==> src/logic/board_pkg.sv <==
// Widths, bit positions and structs for the input block. BUTTONS above 2 shifts start, coin and pause up
`default_nettype none

package board_pkg;

    localparam int NUM_PLAYERS = 4;
    localparam int KEY_PLAYERS = 3;
    localparam int BOARD_JOY_W = 16;
    localparam int GAME_JOY_W  = 10;
    localparam int DIR_W       = 4;
    localparam int BUTTONS     = 2;
    localparam int GFX_LAYERS  = 4;

    // board joystick bits just above the game buttons
    localparam int START_BIT = 6 + (BUTTONS - 2);
    localparam int COIN_BIT  = 7 + (BUTTONS - 2);
    localparam int PAUSE_BIT = 8 + (BUTTONS - 2);

    // direction bits inside a joystick word
    localparam int DIR_RIGHT = 0;
    localparam int DIR_LEFT  = 1;
    localparam int DIR_DOWN  = 2;
    localparam int DIR_UP    = 3;

    localparam bit INPUTS_ACTIVE_LOW = 1'b1;

    typedef logic [BOARD_JOY_W-1:0] board_joy_t;
    typedef logic [GAME_JOY_W-1:0]  game_joy_t;

    // keys already decoded from the keyboard, player 1 in slot 0
    typedef struct packed {
        game_joy_t [KEY_PLAYERS-1:0] key_joy;
        logic [NUM_PLAYERS-1:0]      key_start;
        logic [NUM_PLAYERS-1:0]      key_coin;
        logic                        key_reset;
        logic                        key_pause;
        logic                        key_service;
        logic [GFX_LAYERS-1:0]       key_gfx;
    } key_inputs_t;

    typedef struct packed {
        game_joy_t [NUM_PLAYERS-1:0] joystick;
        logic [NUM_PLAYERS-1:0]      coin;
        logic [NUM_PLAYERS-1:0]      start;
        logic                        service;
    } game_inputs_t;

    typedef struct packed {
        logic rot_control;
        logic flip;
        logic en4way;
    } screen_cfg_t;

    // every game input released
    localparam game_inputs_t GAME_IDLE =
        game_inputs_t'({$bits(game_inputs_t){INPUTS_ACTIVE_LOW}});

endpackage

`default_nettype wire

==> src/logic/four_way_filter.sv <==
// Registered 4-way filter with one cycle of latency. Diagonals repeat the last single direction seen in 4-way mode
`default_nettype none

module four_way_filter import board_pkg::*; (
    input  logic             clk_sys,
    input  logic             rst,
    input  logic             en4way,
    input  logic [DIR_W-1:0] dir_in,
    output logic [DIR_W-1:0] dir_out
);

    logic [DIR_W-1:0] last_dir;
    logic             idle;
    logic             single;

    assign idle = (dir_in == '0);

    // clearing the lowest set bit leaves zero only for one-hot values
    assign single = !idle && ((dir_in & (dir_in - 1'b1)) == '0);

    always_ff @(posedge clk_sys) begin
        if (rst) begin
            dir_out  <= '0;
            last_dir <= '0;
        end else if (!en4way) begin
            // 8-way mode passes everything
            dir_out <= dir_in;
        end else if (single) begin
            dir_out  <= dir_in;
            last_dir <= dir_in;
        end else if (idle) begin
            dir_out <= '0;
        end else begin
            // diagonal
            dir_out <= last_dir;
        end
    end

endmodule

`default_nettype wire

==> src/logic/input_mapper.sv <==
// Board joysticks are taken as already in the clk_sys domain. Flip only matters while rot_control is set
`default_nettype none

module input_mapper import board_pkg::*; (
    input  logic                              clk_sys,
    input  logic                              rst,
    input  board_joy_t [NUM_PLAYERS-1:0]      board_joy,
    input  logic [NUM_PLAYERS-1:0][DIR_W-1:0] dir_filt,
    input  key_inputs_t                       keys,
    input  logic                              rot_control,
    input  logic                              flip,
    output game_inputs_t                      game,
    output logic                              joy_pause
);

    board_joy_t [NUM_PLAYERS-1:0] joy_sync;
    game_joy_t [NUM_PLAYERS-1:0]  key_joy_all;
    game_inputs_t                 game_next;

    // only the direction bits move, buttons stay in place
    function automatic game_joy_t rotate_dirs(input game_joy_t joy, input logic rot,
                                              input logic flp);
        game_joy_t res;
        res = joy;
        if (rot) begin
            if (flp) begin
                res[DIR_UP]    = joy[DIR_LEFT];
                res[DIR_DOWN]  = joy[DIR_RIGHT];
                res[DIR_LEFT]  = joy[DIR_DOWN];
                res[DIR_RIGHT] = joy[DIR_UP];
            end else begin
                res[DIR_UP]    = joy[DIR_RIGHT];
                res[DIR_DOWN]  = joy[DIR_LEFT];
                res[DIR_LEFT]  = joy[DIR_UP];
                res[DIR_RIGHT] = joy[DIR_DOWN];
            end
        end
        return res;
    endfunction

    // players without keyboard keys get zeros
    assign key_joy_all = {{((NUM_PLAYERS - KEY_PLAYERS) * GAME_JOY_W){1'b0}}, keys.key_joy};

    // sync stage, directions come from the filters already registered
    always_ff @(posedge clk_sys) begin
        if (rst) begin
            joy_sync <= '0;
        end else begin
            for (int p = 0; p < NUM_PLAYERS; p++) begin
                joy_sync[p] <= {board_joy[p][BOARD_JOY_W-1:DIR_W], dir_filt[p]};
            end
        end
    end

    assign joy_pause = joy_sync[0][PAUSE_BIT] | joy_sync[1][PAUSE_BIT];

    always_comb begin
        game_joy_t merged;
        game_next = GAME_IDLE;
        for (int p = 0; p < NUM_PLAYERS; p++) begin
            merged = joy_sync[p][GAME_JOY_W-1:0] | key_joy_all[p];
            game_next.joystick[p] = {GAME_JOY_W{INPUTS_ACTIVE_LOW}}
                                    ^ rotate_dirs(merged, rot_control, flip);
            game_next.coin[p]  = INPUTS_ACTIVE_LOW
                                 ^ (joy_sync[p][COIN_BIT] | keys.key_coin[p]);
            game_next.start[p] = INPUTS_ACTIVE_LOW
                                 ^ (joy_sync[p][START_BIT] | keys.key_start[p]);
        end
        game_next.service = INPUTS_ACTIVE_LOW ^ keys.key_service;
    end

    // output stage
    always_ff @(posedge clk_sys) begin
        if (rst) begin
            game <= GAME_IDLE;
        end else begin
            game <= game_next;
        end
    end

endmodule

`default_nettype wire

==> src/logic/board_control.sv <==
// Pause, soft reset and layer enables react to rising edges only. downloading overrides every pause source
`default_nettype none

module board_control import board_pkg::*; (
    input  logic                  clk_sys,
    input  logic                  rst,
    input  logic                  key_pause,
    input  logic                  key_reset,
    input  logic [GFX_LAYERS-1:0] key_gfx,
    input  logic                  joy_pause,
    input  logic                  osd_pause,
    input  logic                  downloading,
    output logic                  game_pause,
    output logic                  soft_rst,
    output logic [GFX_LAYERS-1:0] gfx_en
);

    logic                  last_key_pause;
    logic                  last_joy_pause;
    logic                  last_osd_pause;
    logic                  last_reset;
    logic [GFX_LAYERS-1:0] last_gfx;
    logic                  pause_rise;
    logic                  osd_change;
    logic [GFX_LAYERS-1:0] gfx_rise;

    assign pause_rise = (key_pause & ~last_key_pause) | (joy_pause & ~last_joy_pause);
    assign osd_change = osd_pause ^ last_osd_pause;
    assign gfx_rise   = key_gfx & ~last_gfx;

    // edge history
    always_ff @(posedge clk_sys) begin
        if (rst) begin
            last_key_pause <= 1'b0;
            last_joy_pause <= 1'b0;
            last_osd_pause <= 1'b0;
            last_reset     <= 1'b0;
            last_gfx       <= '0;
        end else begin
            last_key_pause <= key_pause;
            last_joy_pause <= joy_pause;
            last_osd_pause <= osd_pause;
            last_reset     <= key_reset;
            last_gfx       <= key_gfx;
        end
    end

    // the OSD setting wins over a toggle in the same cycle
    always_ff @(posedge clk_sys) begin
        if (rst) begin
            game_pause <= 1'b0;
        end else if (downloading) begin
            game_pause <= 1'b0;
        end else if (osd_change) begin
            game_pause <= osd_pause;
        end else if (pause_rise) begin
            game_pause <= ~game_pause;
        end
    end

    always_ff @(posedge clk_sys) begin
        if (rst) begin
            soft_rst <= 1'b0;
            gfx_en   <= '1;
        end else begin
            soft_rst <= key_reset & ~last_reset;
            gfx_en   <= gfx_en ^ gfx_rise;
        end
    end

endmodule

`default_nettype wire

==> src/logic/board_inputs.sv <==
// Single clk_sys domain with synchronous active-high reset. Keyboard decoding and DIP decoding live outside
`default_nettype none

module board_inputs import board_pkg::*; (
    input  logic                         clk_sys,
    input  logic                         rst,
    input  board_joy_t [NUM_PLAYERS-1:0] board_joy,
    input  key_inputs_t                  keys,
    input  screen_cfg_t                  cfg,
    input  logic                         osd_pause,
    input  logic                         downloading,
    output game_inputs_t                 game,
    output logic                         game_pause,
    output logic                         soft_rst,
    output logic [GFX_LAYERS-1:0]        gfx_en
);

    logic [NUM_PLAYERS-1:0][DIR_W-1:0] dir_filt;
    logic                              joy_pause;

    // one filter per player on the raw direction bits
    for (genvar p = 0; p < NUM_PLAYERS; p++) begin : u_4way
        four_way_filter u_filter (
            .clk_sys ( clk_sys                  ),
            .rst     ( rst                      ),
            .en4way  ( cfg.en4way               ),
            .dir_in  ( board_joy[p][DIR_W-1:0]  ),
            .dir_out ( dir_filt[p]              )
        );
    end

    input_mapper u_mapper (
        .clk_sys     ( clk_sys         ),
        .rst         ( rst             ),
        .board_joy   ( board_joy       ),
        .dir_filt    ( dir_filt        ),
        .keys        ( keys            ),
        .rot_control ( cfg.rot_control ),
        .flip        ( cfg.flip        ),
        .game        ( game            ),
        .joy_pause   ( joy_pause       )
    );

    board_control u_control (
        .clk_sys     ( clk_sys         ),
        .rst         ( rst             ),
        .key_pause   ( keys.key_pause  ),
        .key_reset   ( keys.key_reset  ),
        .key_gfx     ( keys.key_gfx    ),
        .joy_pause   ( joy_pause       ),
        .osd_pause   ( osd_pause       ),
        .downloading ( downloading     ),
        .game_pause  ( game_pause      ),
        .soft_rst    ( soft_rst        ),
        .gfx_en      ( gfx_en          )
    );

endmodule

`default_nettype wire

==> config.mk <==
export PLATFORM = sky130hd
export DESIGN_NAME = board_inputs
export DESIGN_NICKNAME = d
export VERILOG_FILES = /design/src/logic/board_pkg.sv /design/src/logic/four_way_filter.sv /design/src/logic/input_mapper.sv /design/src/logic/board_control.sv /design/src/logic/board_inputs.sv
export SDC_FILE = /design/constraint.sdc
export NUM_CORES = 1
export LEC_CHECK = 0
export BUFFER_PORTS_ARGS = -buffer_cell sky130_fd_sc_hd__buf_2
export CORE_ASPECT_RATIO = 2
export CORE_MARGIN = 5
export CORE_UTILIZATION = 45
export DETAILED_ROUTE_END_ITERATION = 10
export PLACE_DENSITY_LB_ADDON = 0.05
export SLEW_MARGIN = 20
export SYNTH_ARGS = -nofsm -noshare
export SYNTH_HDL_FRONTEND = slang
export SYNTH_SLANG_ARGS = --single-unit
==> constraint.sdc <==
create_clock -name clk_sys -period 1.15 [get_ports clk_sys]
set_input_delay 0 -clock clk_sys [delete_from_list [all_inputs] [get_ports clk_sys]]
set_output_delay 0 -clock clk_sys [all_outputs]
set_load 0.005 [all_outputs]
Yosys cells after proc, flatten, opt, wreduce, memory -nomap -nowiden
Index checks and enable logic that the tools add are counted.
{"block": "word_totals", "regBits": 135, "inputBits": 116, "out_inout_bits": 55}
{"block": "op_classes", "addsub": 4, "n_mux": 22, "n_bitwise": 41, "reduce_logical": 22}
{"op": "2-to-1 mux 4 bit", "count": 20}
{"op": "inverter 10 bit", "count": 4}
{"op": "logical NOT 4 bit", "count": 8}
{"op": "bitwise OR 10 bit", "count": 3}
{"op": "bitwise AND 4 bit", "count": 5}
{"op": "subtractor 4 x 1 -> 4 bit, second input constant", "count": 4}
{"op": "inverter 1 bit", "count": 13}
{"op": "bitwise OR 1 bit", "count": 10}
{"op": "AND reduction 2 bit", "count": 4}
{"op": "logical AND 1 bit", "count": 4}
{"op": "logical NOT 1 bit", "count": 4}
{"op": "inverter 4 bit", "count": 1}
{"op": "XOR 4 bit", "count": 1}
{"op": "bitwise AND 1 bit", "count": 3}
{"op": "2-to-1 mux 1 bit", "count": 2}
{"op": "nonzero test 2 bit", "count": 1}
{"op": "OR reduction 2 bit", "count": 1}
{"op": "XOR 1 bit", "count": 1}

Logic depth before layout (Yosys ltp)
{"block": "depth", "word_depth": 6, "ltp_mapped": 5, "mapped_depth_nobuf": 4}

Cells and area by module
Synthesis repeated with hierarchy kept, for this count alone.
{"block": "hier_totals", "cells_unflattened": 512, "area_unflattened_um2": 5475.3}
{"mod": "input_mapper", "instances": 1, "cells_each": 240, "area_each_um2": 2810.2}
{"mod": "four_way_filter", "instances": 4, "cells_each": 57, "area_each_um2": 548.0}
{"mod": "board_control", "instances": 1, "cells_each": 44, "area_each_um2": 473.0}

Least setup slack after synthesis
No wires, ideal clock.
{"block": "synth_path", "path_kind": "reg-to-reg", "from": "register u_mapper.joy_sync[24] (netlist bit)", "to": "register u_control.game_pause", "setup_ns": 0.120, "t_arrival_ns": 0.993, "required_time_ns": 1.030, "setup_slack_ns": 0.037, "path_stages_with_launch": 5, "cell_sequence": "dfxtp_1 > o21ba_1 > or3_1 > a21oi_1 > o41ai_1"}
{"block": "synth_between", "elab_chain_len": 4}
{"item": "start, declared", "line_no": "input_mapper.sv:16", "source": "board_joy_t [NUM_PLAYERS-1:0] joy_sync;"}
{"item": "start signal, assigned by index", "line_no": "input_mapper.sv:50", "source": "joy_sync[p] <= {board_joy[p][BOARD_JOY_W-1:DIR_W], dir_filt[p]};"}
{"item": "bitwise OR 1 bit", "line_no": "input_mapper.sv:55", "source": "assign joy_pause = joy_sync[0][PAUSE_BIT] | joy_sync[1][PAUSE_BIT];"}
{"item": "bitwise AND 1 bit", "line_no": "board_control.sv:27", "source": "assign pause_rise = (key_pause & ~last_key_pause) | (joy_pause & ~last_joy_pause);"}
{"item": "bitwise OR 1 bit", "line_no": "board_control.sv:27"}
{"item": "nonzero test 2 bit (no source line)"}
{"item": "end signal, assigned", "line_no": "board_control.sv:55", "source": "game_pause <= osd_pause;"}
{"item": "end signal, assigned", "line_no": "board_control.sv:57", "source": "game_pause <= ~game_pause;"}
{"item": "end, declared", "line_no": "board_control.sv:13", "source": "output logic game_pause,"}
No other way between the ends.
A chain may end at the register's enable or synchronous reset.

Worst setup path in the final report
Same ends and word-level chain as after synthesis.

==> results.py <==
metrics = {
    "status": {
        "status": "finished with violations",
        "failed_checks": "setup timing",
    },
    "clock_tree": {
        "clock_sinks": 135,
        "clock_path_buffers": 2,
        "cts_tree": "yes",
        "cts_buffers": 17,
        "cts-root-buf": "clkbuf_16",
        "post_cts_buffers": 0,
        "htree_levels": 4,
        "clk_latency_ns": 0.40,
        "path_clk_slew_ns": 0.06,
    },
    "worst_setup_path": {
        "worstPathRequired_ns": 1.44,
        "setup.worst_path.end_class": "register",
        "crit_start": "u_mapper.joy_sync[24]",
        "r2r_end": "u_control.game_pause",
        "reg2reg_slack_ns": -0.02,
        "crit_end": "u_control.game_pause",
        "worstPathArrival_ns": 1.46,
        "ff2ff_path_depth": 4,
        "worstPathMaxFanout": 2,
        "cp-start-kind": "register",
        "worst-setup-path-type": "register to register",
        "worstReg2RegStart": "u_mapper.joy_sync[24]",
    },
    "power_and_ir_drop": {
        "netSwitchingFraction_pct": 23.31,
        "p_leak_nw": 2.954,
        "power.share.clock_pct": 46.9,
        "p_int_w": 0.009060,
        "switchingPower_w": 0.002754,
        "pwr-share-comb_pct": 10.7,
        "power_density_nw_per_um2": 1643,
        "p_seq_share_pct": 42.4,
        "ir_drop_v": 0.001070,
        "p_total_w": 0.01181,
    },
    "synth": {
        "synth_area_um2": 4910,
        "yosysWarnings": 0,
        "netlist-cell-type-count": 35,
        "yosysSeqAreaShare_pct": 55.05,
        "syn_nets": 631,
        "synth-seq-cells": 135,
        "avgSynthCellArea_um2": 9.533,
        "synth_cells": 515,
    },
    "placement": {
        "portBuffers": 146,
        "dp_cells": 775,
        "dp_hpwl_um": 8567,
        "gp_congestion": 0.8112,
    },
    "final_layout": {
        "stdcell_count": 888,
        "layout-drive-gt1-share_pct": 27.67,
        "final_cell_mix": "144 x buf_2, 135 x dfxtp_1, 82 x dlygate4sd3_1, 77 x o21ai_0, 57 x nor2b_1",
        "fill_cells": 903,
        "ff_latch_area_um2": 2703,
        "diodes": 0,
        "multi_input_area_um2": 2028,
        "final_common_cell": "buf_2",
        "final_nets": 852,
        "area_growth_syn_to_layout_pct": 46.43,
    },
    "drt": {
        "wl_per_cell_um": 14.37,
        "route.met3.wl_um": 607,
        "top_layer": "met4",
        "drt_wl_total_um": 12760,
        "first_pass_iters": 4,
        "drt_iter0_drc": 201,
        "drcViolationCount": 0,
        "vias": 4485,
        "vias_per_cell": 5.051,
        "drt.antenna.violating_nets": 0,
        "wl_met2_um": 7016,
        "wl_met1_um": 4764,
    },
    "sta": {
        "fin_tns_setup_ns": -0.01788,
        "slew_viol_final": 0,
        "finClkSkew_ns": 0.005421,
        "fin_crit_sh_pct": 101.6,
        "relSlewSlack_pct": 67.60,
        "fmax_mhz": 856.3,
        "tightestPinTransition_ns": 0.4860,
        "fin_crit_ns": 1.168,
        "hold_viol_final": 0,
        "worst_slack_ns": -0.01788,
        "setup_viol_count_final": 1,
        "rsz0062_at_grt": "yes",
    },
    "grt": {
        "grt_max_degree": 44,
        "grt_pass1_vias": 4558,
        "grt.total_usage_pct": 19.76,
        "grt_first_pass_wirelength_um": 21190,
        "grt_overflow": 0,
        "antenna_found_initial": 0,
    },
    "die": {
        "rows": 54,
        "coreArea_um2": 10810,
        "pin_count": 171,
        "fp.dieW_um": 83.86,
        "die_h_um": 157.7,
        "start_util_pct": 45.42,
        "die-area_um2": 13230,
    },
    "min_path": {
        "hp-class": "input pin to register",
    },
    "flow_run": {
        "maxCapViolCount": 0,
    },
}
[how the worst min path moves through the flow]
stage,start,to,cells past startpoint
detailed placement,keys[4],u_mapper.game[0],2
global route,board_joy[3],u_4way[0].u_filter.dir_out[3],2
floorplan,keys[4],u_mapper.game[0],1
global placement,keys[4],u_mapper.game[0],2
finish,board_joy[51],u_4way[3].u_filter.last_dir[3],3
CTS,board_joy[3],u_4way[0].u_filter.dir_out[3],2
[through the flow]
stage	cell area (um^2)	util [%]	hold WS, ns	worst slack [ns]
4_1_cts	7162	66.25	0.003225	0.007226
2_1_floorplan	4910	-	0.06999	0.03702
3_3_place_gp	5728	52.99	0.1656	0.01272
6_report	7189	66.50	0.02753	-0.01788
3_5_place_dp	5728	52.99	0.1690	-0.001856
5_1_grt	7189	66.50	0.05078	-0.04924
[cell usage after synthesis (all sizes together)]
library cell	instances	share of area [%]
nand4	1	0.13
mux2i	4	0.82
or2	8	1.0
xnor2	8	1.4
nor2	39	3.0
and2	4	0.51
a32o	8	1.7
and2b	5	0.84
dfxtp	135	55
clkbuf	13	0.99
nor3b	4	0.61
o311a	3	0.61
buf	26	3.0
nand2	38	2.9
inv	1	0.076
o21ba	1	0.20
o211ai	13	2.0
nor2b	57	7.3
o21ai	91	9.3
o311ai	9	1.6
a32oi	8	1.4
o2111ai	8	1.4
o221a	4	0.92
or3	1	0.13
a21oi	21	2.4
nand3	4	0.41
o41ai	1	0.18
[power by group through the flow]
stage	Combinational, W	Clock, W	Sequential, W
floorplan	0.000558	0	0.00512
finish	0.00126	0.00554	0.00501
global placement	0.000986	0	0.00510
detailed placement	0.00101	0	0.00511
global route	0.00139	0.00589	0.00504
CTS	0.00124	0.00569	0.00501
[state kept, by name, summed over array words and instances, names as in the netlist]
signal / cells
u_control.last_reset: 1
u_control.last_joy_pause: 1
u_4way.u_filter.dir_out: 16
u_control.soft_rst: 1
u_mapper.joy_sync: 40
u_control.last_key_pause: 1
u_control.game_pause: 1
u_control.gfx_en: 4
u_control.last_osd_pause: 1
u_mapper.game: 49
u_control.last_gfx: 4
u_4way.u_filter.last_dir: 16
[layer usage]
metal | global-route usage (%) | vias to the layer above
met3 | 5.521 | 32
li1 | - | 2256
met2 | 37.64 | 137
met1 | 20.03 | 2060
met4 | 7.975 | 0
met5 | 0 | -
[final cells by class]
cell class / count / share of cell area [%]
repair buffers: 241 / 23.18
inverters: 1 / 0.05221
multi-input cells: 340 / 28.21
clock inverters: 14 / 2.611
clock buffers: 17 / 5.917
flip-flops and latches: 135 / 37.59
well taps: 140 / 2.436
[what timing repair did]
item | CTS | global route
endpoints found under the setup margin | 1 | 14
hold endpoints to repair | 95 | 0
gates cloned | 0 | 0
pin swaps | 1 | 1
hold buffers | 82 | 0
resized for setup | 0 | 12
[kinds of logic (layout without fill, tap and decap cells)]
kind of cell    after synthesis  after routing  share of synthesized area (%)
compound gates              167            167                          21.81
simple gates                161            161                          16.79
flops                       135            135                          55.05
buf+inv                      40            273                          4.103
xor+xnor                      8              8                          1.427
mux                           4              4                         0.8155
[critical path, cell delays in order, from the launching register on]
cell	delay, ns
dfxtp_1	0.31
o21ba_1	0.21
or3_4	0.35
a21oi_2	0.13
o41ai_1	0.06
Note: power is estimated with default switching activity, not from simulation.
